[src/lsu_pkg.sv]
`default_nettype none

package lsu_pkg;

    //////////////////////////////
    // widths with a meaning
    //////////////////////////////

    typedef logic [31:0]        word_t;
    typedef logic [31:0]        addr_t;
    typedef logic [2:0]         funct3_t;
    typedef logic [3:0]         byte_mask_t;
    typedef logic [1:0]         lane_t;
    typedef logic signed [11:0] imm_t;

    // width and sign codes as they appear in the load/store funct3 field.
    localparam funct3_t F3_B  = 3'b000;
    localparam funct3_t F3_H  = 3'b001;
    localparam funct3_t F3_W  = 3'b010;
    localparam funct3_t F3_BU = 3'b100;
    localparam funct3_t F3_HU = 3'b101;

    //////////////////////////////
    // stage payloads
    //////////////////////////////

    typedef struct packed {
        logic    is_store;
        funct3_t funct3;
        word_t   base;
        imm_t    imm;
        word_t   store_data;
    } lsu_req_t;

    // word_addr is the byte address shifted right by two.
    typedef struct packed {
        logic       is_store;
        funct3_t    funct3;
        addr_t      word_addr;
        lane_t      lane;
        word_t      wdata;
        byte_mask_t mask;
        logic       error;
    } mem_req_t;

    typedef struct packed {
        word_t   rdata;
        funct3_t funct3;
        lane_t   lane;
        logic    is_store;
        logic    error;
    } dmem_resp_t;

    typedef struct packed {
        word_t data;
        logic  is_store;
        logic  error;
    } lsu_resp_t;

endpackage

`default_nettype wire

[src/lsu_load_ext.sv]
`timescale 1ns/1ps
`default_nettype none

module lsu_load_ext (
    input  lsu_pkg::dmem_resp_t raw,
    output lsu_pkg::lsu_resp_t  resp
);
    import lsu_pkg::*;

    word_t shifted;
    word_t data;

    // bring the addressed lane down to bit zero.
    assign shifted = raw.rdata >> {raw.lane, 3'b000};

    always_comb begin
        case (raw.funct3)
            F3_B: begin
                data = {{24{shifted[7]}}, shifted[7:0]};
            end
            F3_H: begin
                data = {{16{shifted[15]}}, shifted[15:0]};
            end
            F3_W: begin
                data = raw.rdata;
            end
            F3_BU: begin
                data = {24'b0, shifted[7:0]};
            end
            F3_HU: begin
                data = {16'b0, shifted[15:0]};
            end
            default: begin
                data = '0;
            end
        endcase
    end

    // stores and failed accesses report no data.
    always_comb begin
        resp.data     = (raw.is_store || raw.error) ? '0 : data;
        resp.is_store = raw.is_store;
        resp.error    = raw.error;
    end

endmodule

`default_nettype wire

[config.mk]
export PLATFORM = sky130hd
export DESIGN_NAME = lsu_load_ext
export DESIGN_NICKNAME = d
export VERILOG_FILES = /design/src/lsu_pkg.sv /design/src/lsu_load_ext.sv
export SDC_FILE = /design/constraint.sdc
export NUM_CORES = 1
export LEC_CHECK = 0
export BUFFER_PORTS_ARGS = -buffer_cell sky130_fd_sc_hd__buf_2
export CAP_MARGIN = 10
export CORE_ASPECT_RATIO = 1.2
export CORE_UTILIZATION = 42
export DETAILED_ROUTE_END_ITERATION = 12
export GPL_ROUTABILITY_DRIVEN = 0
export PLACE_DENSITY = 0.94
export SLEW_MARGIN = 20
export SYNTH_ARGS = -nofsm -noshare
export SYNTH_HDL_FRONTEND = slang
export SYNTH_SLANG_ARGS = --single-unit
[constraint.sdc]
create_clock -name vclk -period 3.4
set_clock_uncertainty 0.15 [all_clocks]
set_input_delay 1.02 -clock vclk [all_inputs]
set_output_delay 1.02 -clock vclk [all_outputs]
set_load 0.01 [all_outputs]
# Yosys cells after proc, flatten, opt, wreduce, memory -nomap -nowiden

Index checks and enable logic that the tools add are counted.

Equality and inequality tests: 4
Reductions and logical operators: 2
Shifts and indexed selects: 1
Muxes and demuxes: 2

Operators with widths:

| cell                                          | number |
|---|---|
| case mux 32 bit (5 select lines)              | 1 |
| two-way mux 32 bit                            | 1 |
| right shift 32 x 5 -> 16 bit                  | 1 |
| == test 3 bit, second input constant          | 2 |
| == test 3 x 1 -> 1 bit, second input constant | 1 |
| == test 3 x 2 -> 1 bit, second input constant | 1 |
| zero test 3 bit                               | 1 |
| logical OR 1 bit                              | 1 |

Output and inout bits: 34
Register bits: 0
Logic and storage cells: 9
Input port bits: 39

# Depth between registers and ports, before layout

Gate-level depths: netlist (run 1).

Depth after elaboration: 3
Gate-level depth with buffers: 6
Gate-level depth less buffers: 4

# Worst setup path after synthesis (run 1)

OpenSTA, ideal clock, no wires.

Path type: in2out
From: input raw[4] (netlist name)
To: output resp[23] (netlist name)
Stages on the path: 6
Buffers on the path: 2
Path slack: 0.139 ns
Required time: 2.230 ns
Data arrival time: 2.091 ns
Path through: buf_6 > xor2_1 > a211oi_2 > o311ai_4 > buf_6 > a21oi_2

RTL lines:

| item        | RTL line          | RTL |
|---|---|---|
| from (decl) | lsu_load_ext.sv:5 | `input lsu_pkg::dmem_resp_t raw,` |
| to (decl)   | lsu_load_ext.sv:6 | `output lsu_pkg::lsu_resp_t resp` |

==> results of run 1 <==
## per-stage QoR
step | hold slack [ps] | area (um^2)
floorplan | 1940 | 911
CTS | 2160 | 1360
global placement | 2150 | 1360
detailed placement | 2160 | 1360
global route | 2170 | 1460
finish | 2160 | 1460
## power by group
part / total, mW / switching (mW) / internal, mW / leakage [nW]
Combinational: 0.168 / 0.0875 / 0.0803 / 0.683
Clock: 0 / 0 / 0 / 0
Sequential: 0 / 0 / 0 / 0
## metal layers
layer | GRT usage | vias to the layer above
met3 | 0.0171 | 4
met1 | 0.293 | 614
met2 | 0.500 | 59
met5 | 0 | -
li1 | - | 653
met4 | 0.0657 | 0
## cells by family (layout without fill, tap and decap cells)
kind of cell,count (synthesis),in the layout,share of synthesized area
XOR/XNOR,1,1,0.00962
buffers and inverters,18,90,0.118
AND/OR/NAND/NOR,47,47,0.238
AO/OA/AOI/OAI,59,59,0.515
multiplexers,10,10,0.120
## worst max-delay path by stage
stage | startpoint | cells after the start | end | slack, ps
floorplan | raw[4] | 6 | resp[23] | 140
global placement | raw[6] | 5 | resp[13] | 30
detailed placement | raw[3] | 7 | resp[21] | 10
CTS | raw[3] | 7 | resp[21] | 5
global route | raw[2] | 7 | resp[24] | -70
finish | raw[3] | 7 | resp[24] | -10
## final cells by class
type                            count  area (um^2)
Multi-Input combinational cell    117          850
Fill cell                         178          593
Timing Repair Buffer               89          566
Tap cell                           30         37.5
Inverter                            1         3.75
## cell usage after synthesis (2+ instances only)
library cell                instances  share of area
sky130_fd_sc_hd__nor3_1             4          0.022
sky130_fd_sc_hd__buf_2              8          0.044
sky130_fd_sc_hd__o2bb2ai_1          7          0.067
sky130_fd_sc_hd__nor2_1             5          0.021
sky130_fd_sc_hd__a211o_1            9          0.087
sky130_fd_sc_hd__clkbuf_1           4          0.016
sky130_fd_sc_hd__a32oi_1            8          0.077
sky130_fd_sc_hd__a21oi_2           10          0.096
sky130_fd_sc_hd__a22oi_1            7          0.058
sky130_fd_sc_hd__buf_6              3          0.037
sky130_fd_sc_hd__nor2b_1            9          0.062
sky130_fd_sc_hd__mux2i_1            8          0.088
sky130_fd_sc_hd__buf_4              2          0.016
sky130_fd_sc_hd__nand2_1           25           0.10
sky130_fd_sc_hd__a21oi_1           15          0.082
## cells in the final DEF (no fill, tap or decap), types with 2 or more instances in the layout
cell type,netlist,routed
sky130_fd_sc_hd__nand2_1,25,25
sky130_fd_sc_hd__a21oi_1,15,11
sky130_fd_sc_hd__a22oi_1,7,7
sky130_fd_sc_hd__a211o_1,9,8
sky130_fd_sc_hd__buf_6,3,2
sky130_fd_sc_hd__nor3_1,4,4
sky130_fd_sc_hd__a21oi_2,10,13
sky130_fd_sc_hd__o2bb2ai_1,7,7
sky130_fd_sc_hd__nor2b_1,9,9
sky130_fd_sc_hd__nor2_1,5,5
sky130_fd_sc_hd__buf_12,0,3
sky130_fd_sc_hd__mux2i_1,8,8
sky130_fd_sc_hd__buf_4,2,13
sky130_fd_sc_hd__a32oi_1,8,8
sky130_fd_sc_hd__buf_2,8,69
## timing repair
item	in CTS	in global routing
setup buffers	0	1
hold buffers	0	0
resized for setup	0	16
hold endpoints to repair	0	0
setup endpoints to repair	0	28
==> results by stage, run 1 <==
Timing:
- The total count of max-transition violations in the final report is 0.
- Summed over all failing endpoints, the final setup total negative slack is -25.2 ps.
- Across all setup checks in the final design, the least slack found is -14.9 ps.
- Setup repair after global routing could not meet its margin everywhere.
- Measured against its own limit, the worst slew margin works out to 0.754.
- For this run, the top clock speed supported by timing is between 0.2 and 0.3 GHz.
- The post-route fraction of the period consumed by the critical path is 1.00.
- The minimum clock period is 3410 ps.
- The number of hold-slack violations in the final timing report is 0.
- At the pin with the least slew margin, the transition time is between 300 and 400 ps.
- Setup violations remaining at the end of the flow were counted as 3.

Die:
- The floorplan core area is between 0.002 and 0.0025 mm^2.
- For this design the top-level I/O count stands at 73.
- The initial utilization of the core area, before any placement, comes to 0.444.
- The cell row count is 18.
- The height of the die is about 53 um.
- The die is around 45 um wide.
- The floorplan die area is 0.00236 mm^2.

Cells and area:
- Summing all flip-flop and latch instances after layout gives 0 um^2.
- After layout, the clock buffer instance count stands at 0.
- The post-layout utilization of the core is 0.711.
- The post-synthesis to final-layout area growth is 59.9%.
- The count of cells in the finished layout, fillers not included, comes to between 200 and 250.
- The number of flip-flops and latches is 0.
- The post-layout net count is 248.
- In the final layout, the share of cells above drive strength 1 is 0.531.
- The antenna cell count is 0.

Routing:
- The detailed-route via count is 1330.
- The routed metal-1 wire length is 1280 um.
- The number of DRC violations after detailed-routing iteration 0 is 27.
- Before antenna repair, the detailed router went through 4 iterations.
- Dividing the detail-routed via count by the number of cells gives between 5 and 6.
- The average wire per standard cell is approximately 14 um.
- In the detailed route, the total length drawn on met2 is ~1700 um.
- For this run, design rule violations remaining after detail routing come to 0.
- The total wire length after detailed routing is around 3200 um.
- Summed over all nets, wire length on met3 after detailed routing comes to approximately 200 um.
- Signal routing reaches up to met4.
- The count of antenna-violating nets left after detailed routing is 0.

Pwr:
- The power consumption is about 0.17 mW.
- The largest voltage drop on the vdd net is ~0.10 mV.
- In this run the power density over the cells is between 100 and 150 mW/mm^2.
- For this design the static power due to leakage is just under 0.7 nW.

Global route:
- The wire length of the first global-routing pass is 4800 um.
- The number of global-route vias before repair came to 1178.
- Across every metal layer, demand over resource in global routing totals 0.257.
- The maximum number of pins on one net before global-route repair is 29.
- The number of antenna violations at the first check in global routing is 0.
- Summed over all layers, the global routing overflow is 0.

Worst setup path:
- Together, buffers and inverters on the worst path number 3.
- Traced cell by cell, the critical path runs through buf_6 > mux2i_4 > a211oi_2 > o311ai_4 > clkbuf_16 > a21oi_2 > buf_2.
- Along the worst path, the maximum fanout reaches 8.
- The largest single stage delay on the critical path is 270 ps.
- STA classifies the critical path startpoint as an input pin.
- The start-to-end type of the worst setup path is input pin to output port.
- The largest individual stage delay along the critical path comes from the cell sky130_fd_sc_hd__a211oi_2.
- The cell type group with the largest total delay on the critical path is compound AO/OA/AOI/OAI gates.
- The data arrival time at the worst-slack endpoint is 2240 ps.
- The worst setup path is captured at an output port.
- STA puts the critical path data required time at around 2200 ps.

Placement:
- The half-perimeter wire length of the detailed placement result is ~2400 um.
- Timing analysis after detailed placement gives a worst setup slack of roughly 12 ps.
- Once placement completed, the tool counted placed cells totaling about 240.
- The number of I/O port buffers is between 70 and 80.

Synth:
- The count of warnings emitted by yosys is 0.
- The share of the Yosys chip area taken by registers is 0.
- After synthesis the cells add up to 911 um^2.
- The gate count of the mapped netlist is 135.
- The number of nets in the synthesized netlist is between 150 and 200.
- The unique cell type count in the Yosys netlist is 26.
- A synthesized cell averages 6.75 um^2.

Worst hold path:
- The path type of the worst min-delay path is input pin to output port.
- The hold path endpoint is resp[0].
- The source of the worst hold timing path is raw[0].
- The number of cells traversed by the worst hold path is 2.

Run status:
- The flow ran to the end, but the final reports show violations.
- The checks that failed: setup timing.

Job:
- Max-cap violations in this run came to 0.
(Power assumes the default switching activity.)
==> run 2, diff against run 1 <==
- SKIP_LAST_GASP: default -> 1
==> results by stage, run 2 (synthesized netlist as in run 1, its figures left out) <==
Run status:
- The run finished, with violations left.
- The checks that failed: setup timing.

Pwr:
- The share of total power dissipated in the clock network is 0.
- The portion of total power attributed to sequential cells is 0.
- Overall power consumption after layout is estimated at ~0.17 mW.
- The switching power is between 0.08 and 0.09 mW.
- Cell internal power was estimated by the tool at 0.0801 mW.
- Across the VDD grid, the largest voltage drop is ~0.10 mV.
- Power spread over the standard cell area amounts to between 100 and 150 mW/mm^2.
- Of the total power, the share spent switching nets is 0.519.
- The leakage power is ~0.68 nW.
- The fraction of power consumed by combinational cells is 1.000.

Routing:
- The top metal layer carrying routed signals is met4.
- The first detailed-routing pass ran for 4 iterations.
- In this run, the number of DRC markers left after iteration 0 of detailed routing was 22.
- The met3 wirelength from detailed routing is ~240 um.
- After detailed routing, the number of remaining DRC violations is 0.
- The count of antenna-violating nets left after detailed routing is 0.
- The total wire length after detailed routing is ~3200 um.
- The routed layout has ~1.3k vias.
- In the final routed layout, each cell accounts on average for 13.4 um.
- The number of vias per cell after detailed routing is 5.57.
- The routed metal-1 wire length is around 1200 um.
- Wire segments on met2 add up to 1660 um in the final route.

Worst setup path:
- Of all nets on the critical path, the largest fanout is 8.
- STA classifies the critical path endpoint as an output port.
- The data arrival time at the worst-slack endpoint is between 2000 and 2500 ps.
- STA puts the critical path data required time at ~2200 ps.
- The start-to-end type of the worst setup path is input pin to output port.
- STA classifies the critical path startpoint as an input pin.

Timing:
- Setup repair after global routing could not meet its margin everywhere.
- The pin slew with the least headroom to its limit is between 300 and 400 ps.
- After layout, the worst setup slack is -9.59 ps.
- On the final layout, the worst hold slack is approximately 2200 ps.
- The maximum clock frequency is between 0.2 and 0.3 GHz.
- The routed design could run at a clock period as short as 3410 ps.
- The post-route fraction of the period consumed by the critical path is 1.00.
- The worst max-slew margin expressed relative to the limit is 0.756.
- For the final routed database, the setup TNS stands at -10.9 ps.
- Setup violations remaining at the end of the flow were counted as 2.
- The number of hold-slack violations in the final timing report was 0.
- The total count of max-transition violations in the final report is 0.

Die:
- The initial utilization of the core area, before any placement, comes to 0.444.
- The I/O pin count is between 70 and 80.
- The die covers about 0.0024 mm^2.
- The floorplan core area is 0.00205 mm^2.
- The initialized floorplan defines 18 standard-cell rows.
- The horizontal die dimension is about 45 um.
- The die is 53.0 um tall.

Placement:
- Input and output buffers added on the ports amount to 73.
- Detailed placement ended at an HPWL of approximately 2400 um.
- The cell count after placement is between 200 and 250.

Cells and area:
- In the finished layout, the clock tree contains a buffer count of 0.
- Summing all flip-flop and latch instances after layout gives 0 um^2.
- The share of layout cells above drive strength 1 is 0.517.
- In the layout the commonest cells are sky130_fd_sc_hd__buf_2 (69), sky130_fd_sc_hd__nand2_1 (25), sky130_fd_sc_hd__a21oi_1 (14).
- The non-filler instance count after layout is around 240.
- The repair_antennas step left the layout with diodes totalling 0.
- The post-synthesis to final-layout area growth is 58.7%.
- After the last flow step, the layout net total stands at ~250.
- Counting the fill cells in the layout gives around 180.
- The number of flip-flops and latches is 0.
- The leading cell type in the layout, fill and taps excluded is sky130_fd_sc_hd__buf_2.

Global route:
- The global-route congestion overflow total is 0.
- The wire length of the first global-routing pass is between 4000 and 5000 um.
- In the global route stage, overall resource usage came out at 0.257.
- The number of global-route vias before repair came to ~1.2k.
- Entering global routing, the biggest net connects 29 pins.
- The number of antenna violations at the first check in global routing is 0.

Worst hold path:
- The worst hold path belongs to the class input pin to output port.

Job:
- Max-cap violations in this run came to 0.
run 2: cell count changes in the layout (fill, tap and decap cells not counted):
cell	before	now
sky130_fd_sc_hd__a21oi_2	13	10
sky130_fd_sc_hd__a21oi_1	11	14
run 2: per-layer routing:
layer / up-vias / global-route usage
met4: 0 / 0.0657
li1: 651 / -
met2: 69 / 0.500
met1: 593 / 0.293
met3: 6 / 0.0171
met5: - / 0
run 2: cell type report:
| cell class | count | area, um^2 | area share |
|---|---|---|---|
| repair buffers | 89 | 566 | 0.391 |
| multi-input cells | 117 | 838 | 0.580 |
| well taps | 30 | 37.5 | 0.0260 |
| inverters | 1 | 3.75 | 0.00260 |
run 2: per-stage QoR:
| stage | area (um^2) | setup WS [ps] | util |
|---|---|---|---|
| floorplan | 911 | 139 | - |
| global placement | 1360 | 28.6 | 0.663 |
| detailed placement | 1360 | 11.6 | 0.663 |
| CTS | 1360 | 4.95 | 0.663 |
| global route | 1450 | -78.6 | 0.705 |
| finish | 1450 | -9.59 | 0.705 |
run 2: what timing repair did:
action                                  in CTS  in global routing
resized for setup                            0                 13
hold buffers                                 0                  0
setup buffers                                0                  1
endpoints found under the setup margin       0                 28
run 2: power groups by stage:
stage	Combinational [mW]	Sequential, mW	Clock (mW)
after floorplan	0.0900	0	0
after global placement	0.150	0	0
after detailed placement	0.154	0	0
after CTS	0.154	0	0
after global routing	0.181	0	0
final	0.166	0	0
run 2: worst max-delay path, stage by stage:
cell	delay [ps]
sky130_fd_sc_hd__buf_6	110
sky130_fd_sc_hd__mux2i_4	180
sky130_fd_sc_hd__a211oi_2	260
sky130_fd_sc_hd__o311ai_4	190
sky130_fd_sc_hd__clkbuf_16	210
sky130_fd_sc_hd__a21oi_2	120
sky130_fd_sc_hd__buf_2	140
run 2: final timing paths:
path,from,end,cells past startpoint
worst max-delay path,raw[3],resp[24],7
worst min-delay path,raw[0],resp[0],2
