[src/lsu_pkg.sv]
`default_nettype none

package lsu_pkg;

    //////////////////////////////
    // widths with a meaning
    //////////////////////////////

    typedef logic [31:0]        word_t;
    typedef logic [31:0]        addr_t;
    typedef logic [2:0]         funct3_t;
    typedef logic [3:0]         byte_mask_t;
    typedef logic [1:0]         lane_t;
    typedef logic signed [11:0] imm_t;

    // width and sign codes as they appear in the load/store funct3 field.
    localparam funct3_t F3_B  = 3'b000;
    localparam funct3_t F3_H  = 3'b001;
    localparam funct3_t F3_W  = 3'b010;
    localparam funct3_t F3_BU = 3'b100;
    localparam funct3_t F3_HU = 3'b101;

    //////////////////////////////
    // stage payloads
    //////////////////////////////

    typedef struct packed {
        logic    is_store;
        funct3_t funct3;
        word_t   base;
        imm_t    imm;
        word_t   store_data;
    } lsu_req_t;

    // word_addr is the byte address shifted right by two.
    typedef struct packed {
        logic       is_store;
        funct3_t    funct3;
        addr_t      word_addr;
        lane_t      lane;
        word_t      wdata;
        byte_mask_t mask;
        logic       error;
    } mem_req_t;

    typedef struct packed {
        word_t   rdata;
        funct3_t funct3;
        lane_t   lane;
        logic    is_store;
        logic    error;
    } dmem_resp_t;

    typedef struct packed {
        word_t data;
        logic  is_store;
        logic  error;
    } lsu_resp_t;

endpackage

`default_nettype wire

[src/lsu_agu.sv]
`timescale 1ns/1ps
`default_nettype none

module lsu_agu (
    input  logic              clock,
    input  logic              reset,
    input  logic              req_valid,
    output logic              req_ready,
    input  lsu_pkg::lsu_req_t req,
    output logic              mem_valid,
    input  logic              mem_ready,
    output lsu_pkg::mem_req_t mem
);
    import lsu_pkg::*;

    addr_t      addr;
    lane_t      lane;
    logic       f3_legal;
    logic       misaligned;
    logic       error;
    word_t      wdata;
    byte_mask_t mask;
    mem_req_t   mem_next;

    assign addr = req.base + {{20{req.imm[11]}}, req.imm};
    assign lane = addr[1:0];

    // unsigned variants exist only for loads.
    always_comb begin
        f3_legal   = 1'b0;
        misaligned = 1'b0;
        case (req.funct3)
            F3_B: begin
                f3_legal = 1'b1;
            end
            F3_BU: begin
                f3_legal = !req.is_store;
            end
            F3_H: begin
                f3_legal   = 1'b1;
                misaligned = lane[0];
            end
            F3_HU: begin
                f3_legal   = !req.is_store;
                misaligned = lane[0];
            end
            F3_W: begin
                f3_legal   = 1'b1;
                misaligned = |lane;
            end
            default: begin
                f3_legal = 1'b0;
            end
        endcase
    end

    assign error = !f3_legal || misaligned;

    //////////////////////////////
    // store lane placement
    //////////////////////////////

    always_comb begin
        wdata = '0;
        mask  = '0;
        if (req.is_store && !error) begin
            case (req.funct3)
                F3_B: begin
                    wdata = word_t'(req.store_data[7:0]) << {lane, 3'b000};
                    mask  = 4'b0001 << lane;
                end
                F3_H: begin
                    wdata = word_t'(req.store_data[15:0]) << {lane, 3'b000};
                    mask  = 4'b0011 << lane;
                end
                default: begin
                    wdata = req.store_data;
                    mask  = 4'b1111;
                end
            endcase
        end
    end

    always_comb begin
        mem_next.is_store  = req.is_store;
        mem_next.funct3    = req.funct3;
        mem_next.word_addr = addr >> 2;
        mem_next.lane      = lane;
        mem_next.wdata     = wdata;
        mem_next.mask      = mask;
        mem_next.error     = error;
    end

    assign req_ready = !mem_valid || mem_ready;

    always_ff @(posedge clock) begin
        if (reset) begin
            mem_valid <= 1'b0;
        end else if (req_ready) begin
            mem_valid <= req_valid;
        end
    end

    always_ff @(posedge clock) begin
        if (req_valid && req_ready) begin
            mem <= mem_next;
        end
    end

endmodule

`default_nettype wire

[config.mk]
export PLATFORM = sky130hd
export DESIGN_NAME = lsu_agu
export DESIGN_NICKNAME = d
export VERILOG_FILES = /design/src/lsu_pkg.sv /design/src/lsu_agu.sv
export SDC_FILE = /design/constraint.sdc
export NUM_CORES = 1
export LEC_CHECK = 0
export ABC_AREA = 1
export BUFFER_PORTS_ARGS = -buffer_cell sky130_fd_sc_hd__buf_2
export CORE_MARGIN = 2
export CORE_UTILIZATION = 42
export DETAILED_ROUTE_END_ITERATION = 10
export PLACE_DENSITY = 0.7
export SLEW_MARGIN = 20
export SYNTH_ARGS = -nofsm -noshare
export SYNTH_HDL_FRONTEND = slang
export SYNTH_SLANG_ARGS = --single-unit
[constraint.sdc]
create_clock -name clock -period 4.95 [get_ports clock]
set_clock_uncertainty 0.1 [all_clocks]
set_input_delay 0.495 -clock clock [delete_from_list [all_inputs] [get_ports clock]]
set_output_delay 0.495 -clock clock [all_outputs]
set_load 0.03 [all_outputs]
Yosys cells after proc, flatten, opt, wreduce, memory -nomap -nowiden --
Index checks and enable logic that the tools add are counted.
Storage, ports and cells: flip-flop bits (word level) 74, bits in latches 0, memory bits (writable) 0, memory bits (read-only) 0, word-level logic and storage cells 34, memories 0
Cells by class: add/subtract/negate cells 1, multipliers 0, div/mod/pow operators 0, magnitude comparators 0, equality and inequality tests 4, shift-type cells 4, muxes and demuxes 4, bitwise gates (word level) 0, reduce and logical (&&, ||, !) cells 13
Operator list (number):
- one-hot mux 32 bit (2 select lines) | 1
- adder 32 bit | 1
- << shifter 16 x 5 -> 32 bit | 1
- << shifter 8 x 5 -> 32 bit | 1
- one-hot mux 4 bit (2 select lines) | 1
- == test 3 bit (second input constant) | 2
- OR reduction 2 bit | 3
- logical NOT 1 bit | 4
- one-hot mux 1 bit (2 select lines) | 2
- << shifter 1 x 2 -> 4 bit (first input constant) | 1
- << shifter 2 x 2 -> 4 bit (first input constant) | 1
- == test 3 x 1 -> 1 bit (second input constant) | 1
- == test 3 x 2 -> 1 bit (second input constant) | 1
- logical NOT 3 bit | 1
- OR reduction 3 bit | 1
- logical AND 1 bit | 2
- logical OR 1 bit | 2

Depth between registers and ports, before layout --
Gate-level depths: netlist of run 1.
word-level depth 7, gate-level depth with buffers 12, mapped depth without buffers 12

Least setup slack after synthesis of run 1 --
No wires, ideal clock.
path kind input port to flip-flop, start point in req_valid, end point reg mem[0] in the netlist's numbering (enable), library setup time 528 ps, arrival 4073 ps, data required time 4322 ps, slack 248 ps, cell stages on the path 2, path buffers 0, path through inv_1 -> a21oi_1
Between the ends: longest elaborated chain between the ends 1
Ends and longest elaborated chain:
- start: declaration | line lsu_agu.sv:7 | input logic req_valid,
- logical AND 1 bit | line lsu_agu.sv:105 | if (req_valid && req_ready) begin
- end signal: assignment | line lsu_agu.sv:106 | mem <= mem_next;
- end: declaration | line lsu_agu.sv:12 | output lsu_pkg::mem_req_t mem
No other way between the ends. A chain may end at the register's enable or synchronous reset.

Worst setup path in the final report of run 1 --
start point in req[32] in the netlist's numbering, end point reg mem[17] in the netlist's numbering (data pin)
Between the ends: longest elaborated chain between the ends 6, elaborated cells on any way between the ends 9
Ends and longest elaborated chain:
- start: declaration | line lsu_agu.sv:9 | input lsu_pkg::lsu_req_t req,
- adder 32 bit (*) | line lsu_agu.sv:25 | assign addr = req.base + {{20{req.imm[11]}}, req.imm};
- named net addr[1] | line lsu_agu.sv:16 | addr_t addr;
- branches (longest 5 deep; another with << shifter 16 x 5 -> 32 bit)
Mark *: on every way through the listed nets, which the timed path passes.

==> results of run 1 <==
-- final cells by class --
type / instances / area, sq um / share of cell area
well taps: 172 / 215.2 / 0.03242
clock inverters: 7 / 58.81 / 0.008860
repair buffers: 159 / 798.3 / 0.1203
clock buffers: 9 / 225.2 / 0.03393
flip-flops and latches: 74 / 2212 / 0.3333
inverters: 146 / 548.0 / 0.08256
multi-input cells: 511 / 2580 / 0.3887
-- synth_stat cells (all sizes together) --
cell	number	area (sq um)
a21o	1	7.510
a21oi	40	245.2
a22oi	8	60.06
a31oi	1	6.260
buf	9	68.81
conb	1	3.750
dfxtp	1	20.02
edfxtp	73	2192
fa	1	20.02
ha	31	387.9
inv	146	548.0
nand2	294	1124
nand3	29	155.2
nand4	4	25.02
nor2	58	227.7
nor3	6	30.03
o211ai	1	12.51
o21a	1	15.01
o21ai	8	40.04
o21bai	2	15.01
o22ai	8	50.05
xnor2	1	8.760
xor2	15	131.4
-- worst max-delay path by stage --
stage                    from               endpoint  slack, ns  cells past startpoint
floorplan           req_valid       mem[0]$_DFFE_PP_       0.25                      2
global placement      req[32]  mem[18]$_SDFFCE_PN0P_       2.24                      6
detailed placement    req[32]  mem[17]$_SDFFCE_PN0P_       2.14                      6
CTS                   req[32]  mem[17]$_SDFFCE_PN0P_       2.50                      6
global route          req[32]  mem[17]$_SDFFCE_PN0P_       2.29                      6
finish                req[32]  mem[17]$_SDFFCE_PN0P_       2.48                      6
-- cell families after synthesis --
| logic type | share of synthesized area |
|---|---|
| xor gates and xnor gates | 0.02598 |
| adders and majority gates | 0.07562 |
| and+or+nand+nor | 0.2895 |
| AOI/OAI and AO/OA | 0.08374 |
| other | 0.0006952 |
| DFF | 0.4101 |
| buffers and inverters | 0.1144 |
-- worst reg2reg max path: stages, from the launching register on --
cell     delay, ns
dfxtp_1       0.34
a21oi_4       0.14
buf_4         0.75
-- power breakdown --
part	total [uW]	internal [uW]	leakage (uW)	switching, uW
Clock	647	348	0.000133	299
Combinational	583	180	0.00281	403
Sequential	781	765	0.000726	16.1
-- state kept, by name, indices dropped and copies added, names as in the netlist --
name	cells
mem	73
mem_valid	1
-- placed cells by master, fill, tap and decap left out, types with 2 or more instances in the layout --
cell type	instances
nor3_1	6
o22ai_1	8
a21oi_2	12
a22oi_1	8
xor2_1	15
o21bai_1	2
conb_1	2
nand2_1	288
a21oi_1	27
nand4_1	4
ha_1	31
inv_1	145
nand2_2	5
nor2_1	56
nand3_1	27
clkinvlp_4	2
o21ai_0	8
clkbuf_16	9
buf_2	158
nand3_2	2
edfxtp_1	73
inv_6	4
-- metrics by stage --
stage | power (uW) | instances | area, sq um | hold WS (ns)
6_report | 2012 | 1078 | 6638 | 0.1984
2_1_floorplan | 1213 | 740 | 5398 | 0.4641
4_1_cts | 2023 | 1078 | 6638 | 0.1874
5_1_grt | 2109 | 1078 | 6638 | 0.2120
3_3_place_gp | 1372 | 1062 | 6354 | 0.4251
3_5_place_dp | 1377 | 1062 | 6354 | 0.4301
-- per-layer routing --
| metal | GRT usage | vias to the layer above |
|---|---|---|
| met1 | 0.2500 | 2339 |
| li1 | - | 2642 |
| met2 | 0.3523 | 190 |
| met4 | 0.09864 | 0 |
| met5 | 0 | - |
| met3 | 0.03599 | 31 |
==> out/results.ini, run 1 <==
[status]
status=finished, final reports clean

[job]
maxCapViolCount=0

[critical_path]
worst-path-max-fanout=8
slowest_delay_ns=0.81
cp-start-kind=input port
cp_slowest_cell=nor3_1
critical_path_class=in2reg
r2r-end=mem[61]$_DFFE_PP_
cp_data_required_time_ns=5.05
crit-reg2reg-launch=mem_valid$_SDFFE_PP0N_
worstPathCellList=buf_2, ha_1, fa_1, nor3_1, nand2_1, a21oi_2
critPathTopFamily=simple AND/OR/NAND/NOR gates
crit_buf_inv=1
reg2regPathDepth=2
endpoint_kind=flip-flop
r2r_setup_slack_ns=3.20
arrival_ns=2.56

[clocking]
root_buffer=clkbuf_16
clock_latency_ns=0.35
htreeDepth=3
clkSinkCount=74
cts_hold_buf=0
cts.path.max_buffers=2
cts_made_buffers=9
cts_tree=yes
clk_pin_slew_ns=0.06
cts_setup_buffers=0
post_cts_resize_count=0

[hold_path]
hold_depth=2
hold_path.class=in2reg
whs_endpoint=mem_valid$_SDFFE_PP0N_
hold_start=reset

[cells_and_area]
final_nets=1017
syn_to_final_growth_pct=23.06
drive_gt1_frac=0.2219
nFillCells=1258
num_antenna_cells=0
fin_util=0.5281

[power_and_ir_drop]
powerDensity_nw_per_um2=303.1
p_leak_uw=0.003666
vdd_drop_max_uv=132.7

[sta]
clock.fmax_mhz=405.6
setup_viol=0
drv_slew=0
tightest_slew_ns=1.005
rsz0062_at_grt=false
postLayoutSetupSlackWorst_ns=2.485
timing.slew.headroom=0.3250
period_minus_slack_ns=2.465
tns_ns=0
period_share=0.4980
hold_viol=0

[routing]
top_layer=met4
drt_pass1_iterations=5
drtIter0Drc=426
routed_wl_um=13970
routed_via_density=4.826
m1WireLength_um=5911
num_vias=5202
remaining_drc_errors=0
ant_nets=0
wl_met2_um=6678
wire_per_inst_um=12.95
route.met3.wl_um=945

[floorplanning]
die_area_sq_um=13770
rows=41
die_w_um=117.3
die_y_um=117.3
ioPinCount=161
initial_core_util=0.4292
core-area_sq_um=12570

[grt]
antenna_found_initial=0
grt_overflow=0
track_usage=0.2054
grt_pass1_vias=4852
grt_first_pass_wirelength_um=22490
grt_max_degree=74

[synth]
syn_inst=739
ys_warn_count=0
synth_seq_cells=74
seq_area_frac_synth=0.4101
netlist_area_sq_um=5394
syn_avg_cell_area_sq_um=7.299
synthDistinctLibCells=32

[place]
hpwl_um=10810
dp_worst_setup_slack_ns=2.142
io_buffers=158
globalplace.congestion=0.9135

Note: power is estimated with default switching activity, not from simulation.
==> run 2, diff against run 1 <==
PLACE_DENSITY = 0.67   (was 0.7)
clock period = 2.57 ns   (was 4.95 ns; I/O delays follow)
==> run 2 against run 1 <==
Final cell count rose by 0.19%. Count of clock-buffer cells in the layout did not move. Sequential share of layout area fell by 0.36 points. Global-route usage fell by 0.47 points. Power rose by 100%. Non-clock buffer count rose by 2. Register-to-register slack got worse by 2.0 ns. Die area did not move. Design area rose by 1.1%. Flip-flop and latch count did not move. Largest cell class unchanged.
==> out/results.ini, run 2 (synthesis gave the netlist of run 1 again) <==
[sta]
tns_ns=0  ; unchanged
period_share=0.8943
hold_viol=0  ; unchanged
clock.fmax_mhz=435.1
tightest_slew_ns=1.036  ; +0.03096 ns
timing.slew.headroom=0.3042  ; -0.02080
postLayoutSetupSlackWorst_ns=0.2718  ; -2.213 ns
setup_viol=0  ; unchanged
rsz0062_at_grt=false
holdWs_ns=0.03373  ; -0.1647 ns
period_minus_slack_ns=2.298
drv_slew=0  ; unchanged

[critical_path]
cp_data_required_time_ns=2.66  ; -2.39 ns
critical_path_class=in2reg
endpoint_kind=flip-flop
cp-start-kind=input port
worstPathCellList=buf_2, ha_1, fa_1, nor3_1, nand2_1, a21oi_2
slowest_delay_ns=0.84  ; +0.03 ns
cp_slowest_cell=nor3_1
arrival_ns=2.39  ; -0.17 ns
crit-reg2reg-launch=mem_valid$_SDFFE_PP0N_
critPathTopFamily=simple AND/OR/NAND/NOR gates
reg2regPathDepth=2  ; unchanged
r2r-end=mem[46]$_DFFE_PP_
r2r_setup_slack_ns=1.20  ; -2.00 ns
cp.depth=6  ; unchanged
crit_buf_inv=1  ; unchanged
worst-path-max-fanout=8  ; unchanged

[cells_and_area]
layout_common_cells=nand2_1, buf_2, inv_1, edfxtp_1, nor2_1
syn_to_final_growth_pct=24.40
layout_commonest_cell=nand2_1
final_nets=1019  ; +0.20%
fin_util=0.5339  ; +0.005774
fin_area_sq_um=6710  ; +1.1%
drive_gt1_frac=0.2225  ; +0.0006127
largest_reg_flops=73  ; unchanged
num_antenna_cells=0  ; unchanged
largestRegisters=mem (73), mem_valid (1)
regMostFlops=mem

[job]
maxCapViolCount=0  ; unchanged

[grt]
grt_first_pass_wirelength_um=22070  ; -1.9%
grt_pass1_vias=4720  ; -2.7%
grt_overflow=0  ; unchanged
track_usage=0.2007  ; -0.004678
antenna_found_initial=0  ; unchanged
grt_max_degree=74  ; unchanged

[hold_path]
hold_start=req[77]
whs_endpoint=mem[72]$_DFFE_PP_
hold_path.class=in2reg
hold_depth=1  ; -1

[routing]
routed_via_density=4.728  ; -2.0%
drt_pass1_iterations=5  ; unchanged
remaining_drc_errors=0  ; unchanged
num_vias=5106  ; -1.8%
drtIter0Drc=448  ; +5.2%
routed_wl_um=13700  ; -1.9%
wire_per_inst_um=12.69  ; -2.1%
ant_nets=0  ; unchanged

[power_and_ir_drop]
p_leak_uw=0.003698  ; +0.89%
seqPwrFrac=0.372  ; -0.016
clkPwrFrac=0.347  ; +0.025
p_comb_frac=0.281  ; -0.009
powerDensity_nw_per_um2=601.0  ; +98%
p_int_uw=2684  ; +110%
switchingPower_uw=1349  ; +88%
switching_share=0.3344  ; -0.02286
vdd_drop_max_uv=277.6  ; +110%

[floorplanning]
die_area_sq_um=13770  ; unchanged
ioPinCount=161  ; unchanged
die_y_um=117.3  ; unchanged
initial_core_util=0.4292  ; unchanged
core-area_sq_um=12570  ; unchanged
die_w_um=117.3  ; unchanged
rows=41  ; unchanged

[clocking]
clkSinkCount=74  ; unchanged
cts_made_buffers=9  ; unchanged
post_cts_resize_count=0  ; unchanged
htreeDepth=3  ; unchanged
cts.path.max_buffers=2  ; unchanged
root_buffer=clkbuf_16
cts_tree=yes
clock_latency_ns=0.33  ; -0.02 ns
clk_pin_slew_ns=0.06  ; about the same

[place]
hpwl_um=10680  ; -1.2%
globalplace.congestion=0.8574  ; -6.1%
dp_worst_setup_slack_ns=-0.01870  ; -2.161 ns
io_buffers=158  ; unchanged
dpl_cell_area_sq_um=6374  ; +0.32%

[status]
status=finished, final reports clean

==> run 2: how the worst max path moves through the flow <==
stage / start / to / slack, ns
3_3_place_gp: req[32] / mem[18]$_SDFFCE_PN0P_ / 0.1
3_5_place_dp: req[32] / mem[18]$_SDFFCE_PN0P_ / -0.02
4_1_cts: req[32] / mem[20]$_SDFFCE_PN0P_ / 0.28
2_1_floorplan: mem_valid$_SDFFE_PP0N_ / mem[0]$_DFFE_PP_ / 0.34
5_1_grt: req[32] / mem[20]$_SDFFCE_PN0P_ / 0.16
6_report: req[32] / mem[20]$_SDFFCE_PN0P_ / 0.27
==> run 2: power groups by stage <==
stage	registers, uW	clock network [uW]	logic [uW]
2_1_floorplan	1750	0	581
3_3_place_gp	1530	0	1120
3_5_place_dp	1530	0	1130
4_1_cts	1500	1420	1140
5_1_grt	1510	1470	1260
6_report	1500	1400	1130
==> run 2: routing by layer <==
metal  global-route usage  share of wire  vias to the layer above
met5                    0              0                        -
met1               0.2590           0.45                     2282
met3              0.03356          0.065                       17
li1                     -              -                     2639
met2               0.3403           0.47                      168
met4              0.07154          0.018                        0
==> run 2: cell type report <==
class | count | area (sq um)
Tap cell | 172 | 215.2
Sequential cell | 74 | 2212
Multi-Input combinational cell | 511 | 2580
Clock buffer | 9 | 225.2
Inverter | 146 | 548.0
Clock inverter | 7 | 101.3
Fill cell | 1232 | 5858
Timing Repair Buffer | 161 | 828.3
==> run 2: per-stage QoR <==
step	total power [uW]	instances
6_report	4033	1080
2_1_floorplan	2332	740
3_3_place_gp	2651	1063
3_5_place_dp	2657	1063
5_1_grt	4244	1080
4_1_cts	4059	1080
==> run 2: what timing repair did <==
action	in CTS	in global routing
endpoints found under the hold margin	1	0
setup endpoints to repair	0	0
setup buffers	0	0
hold buffers	1	0
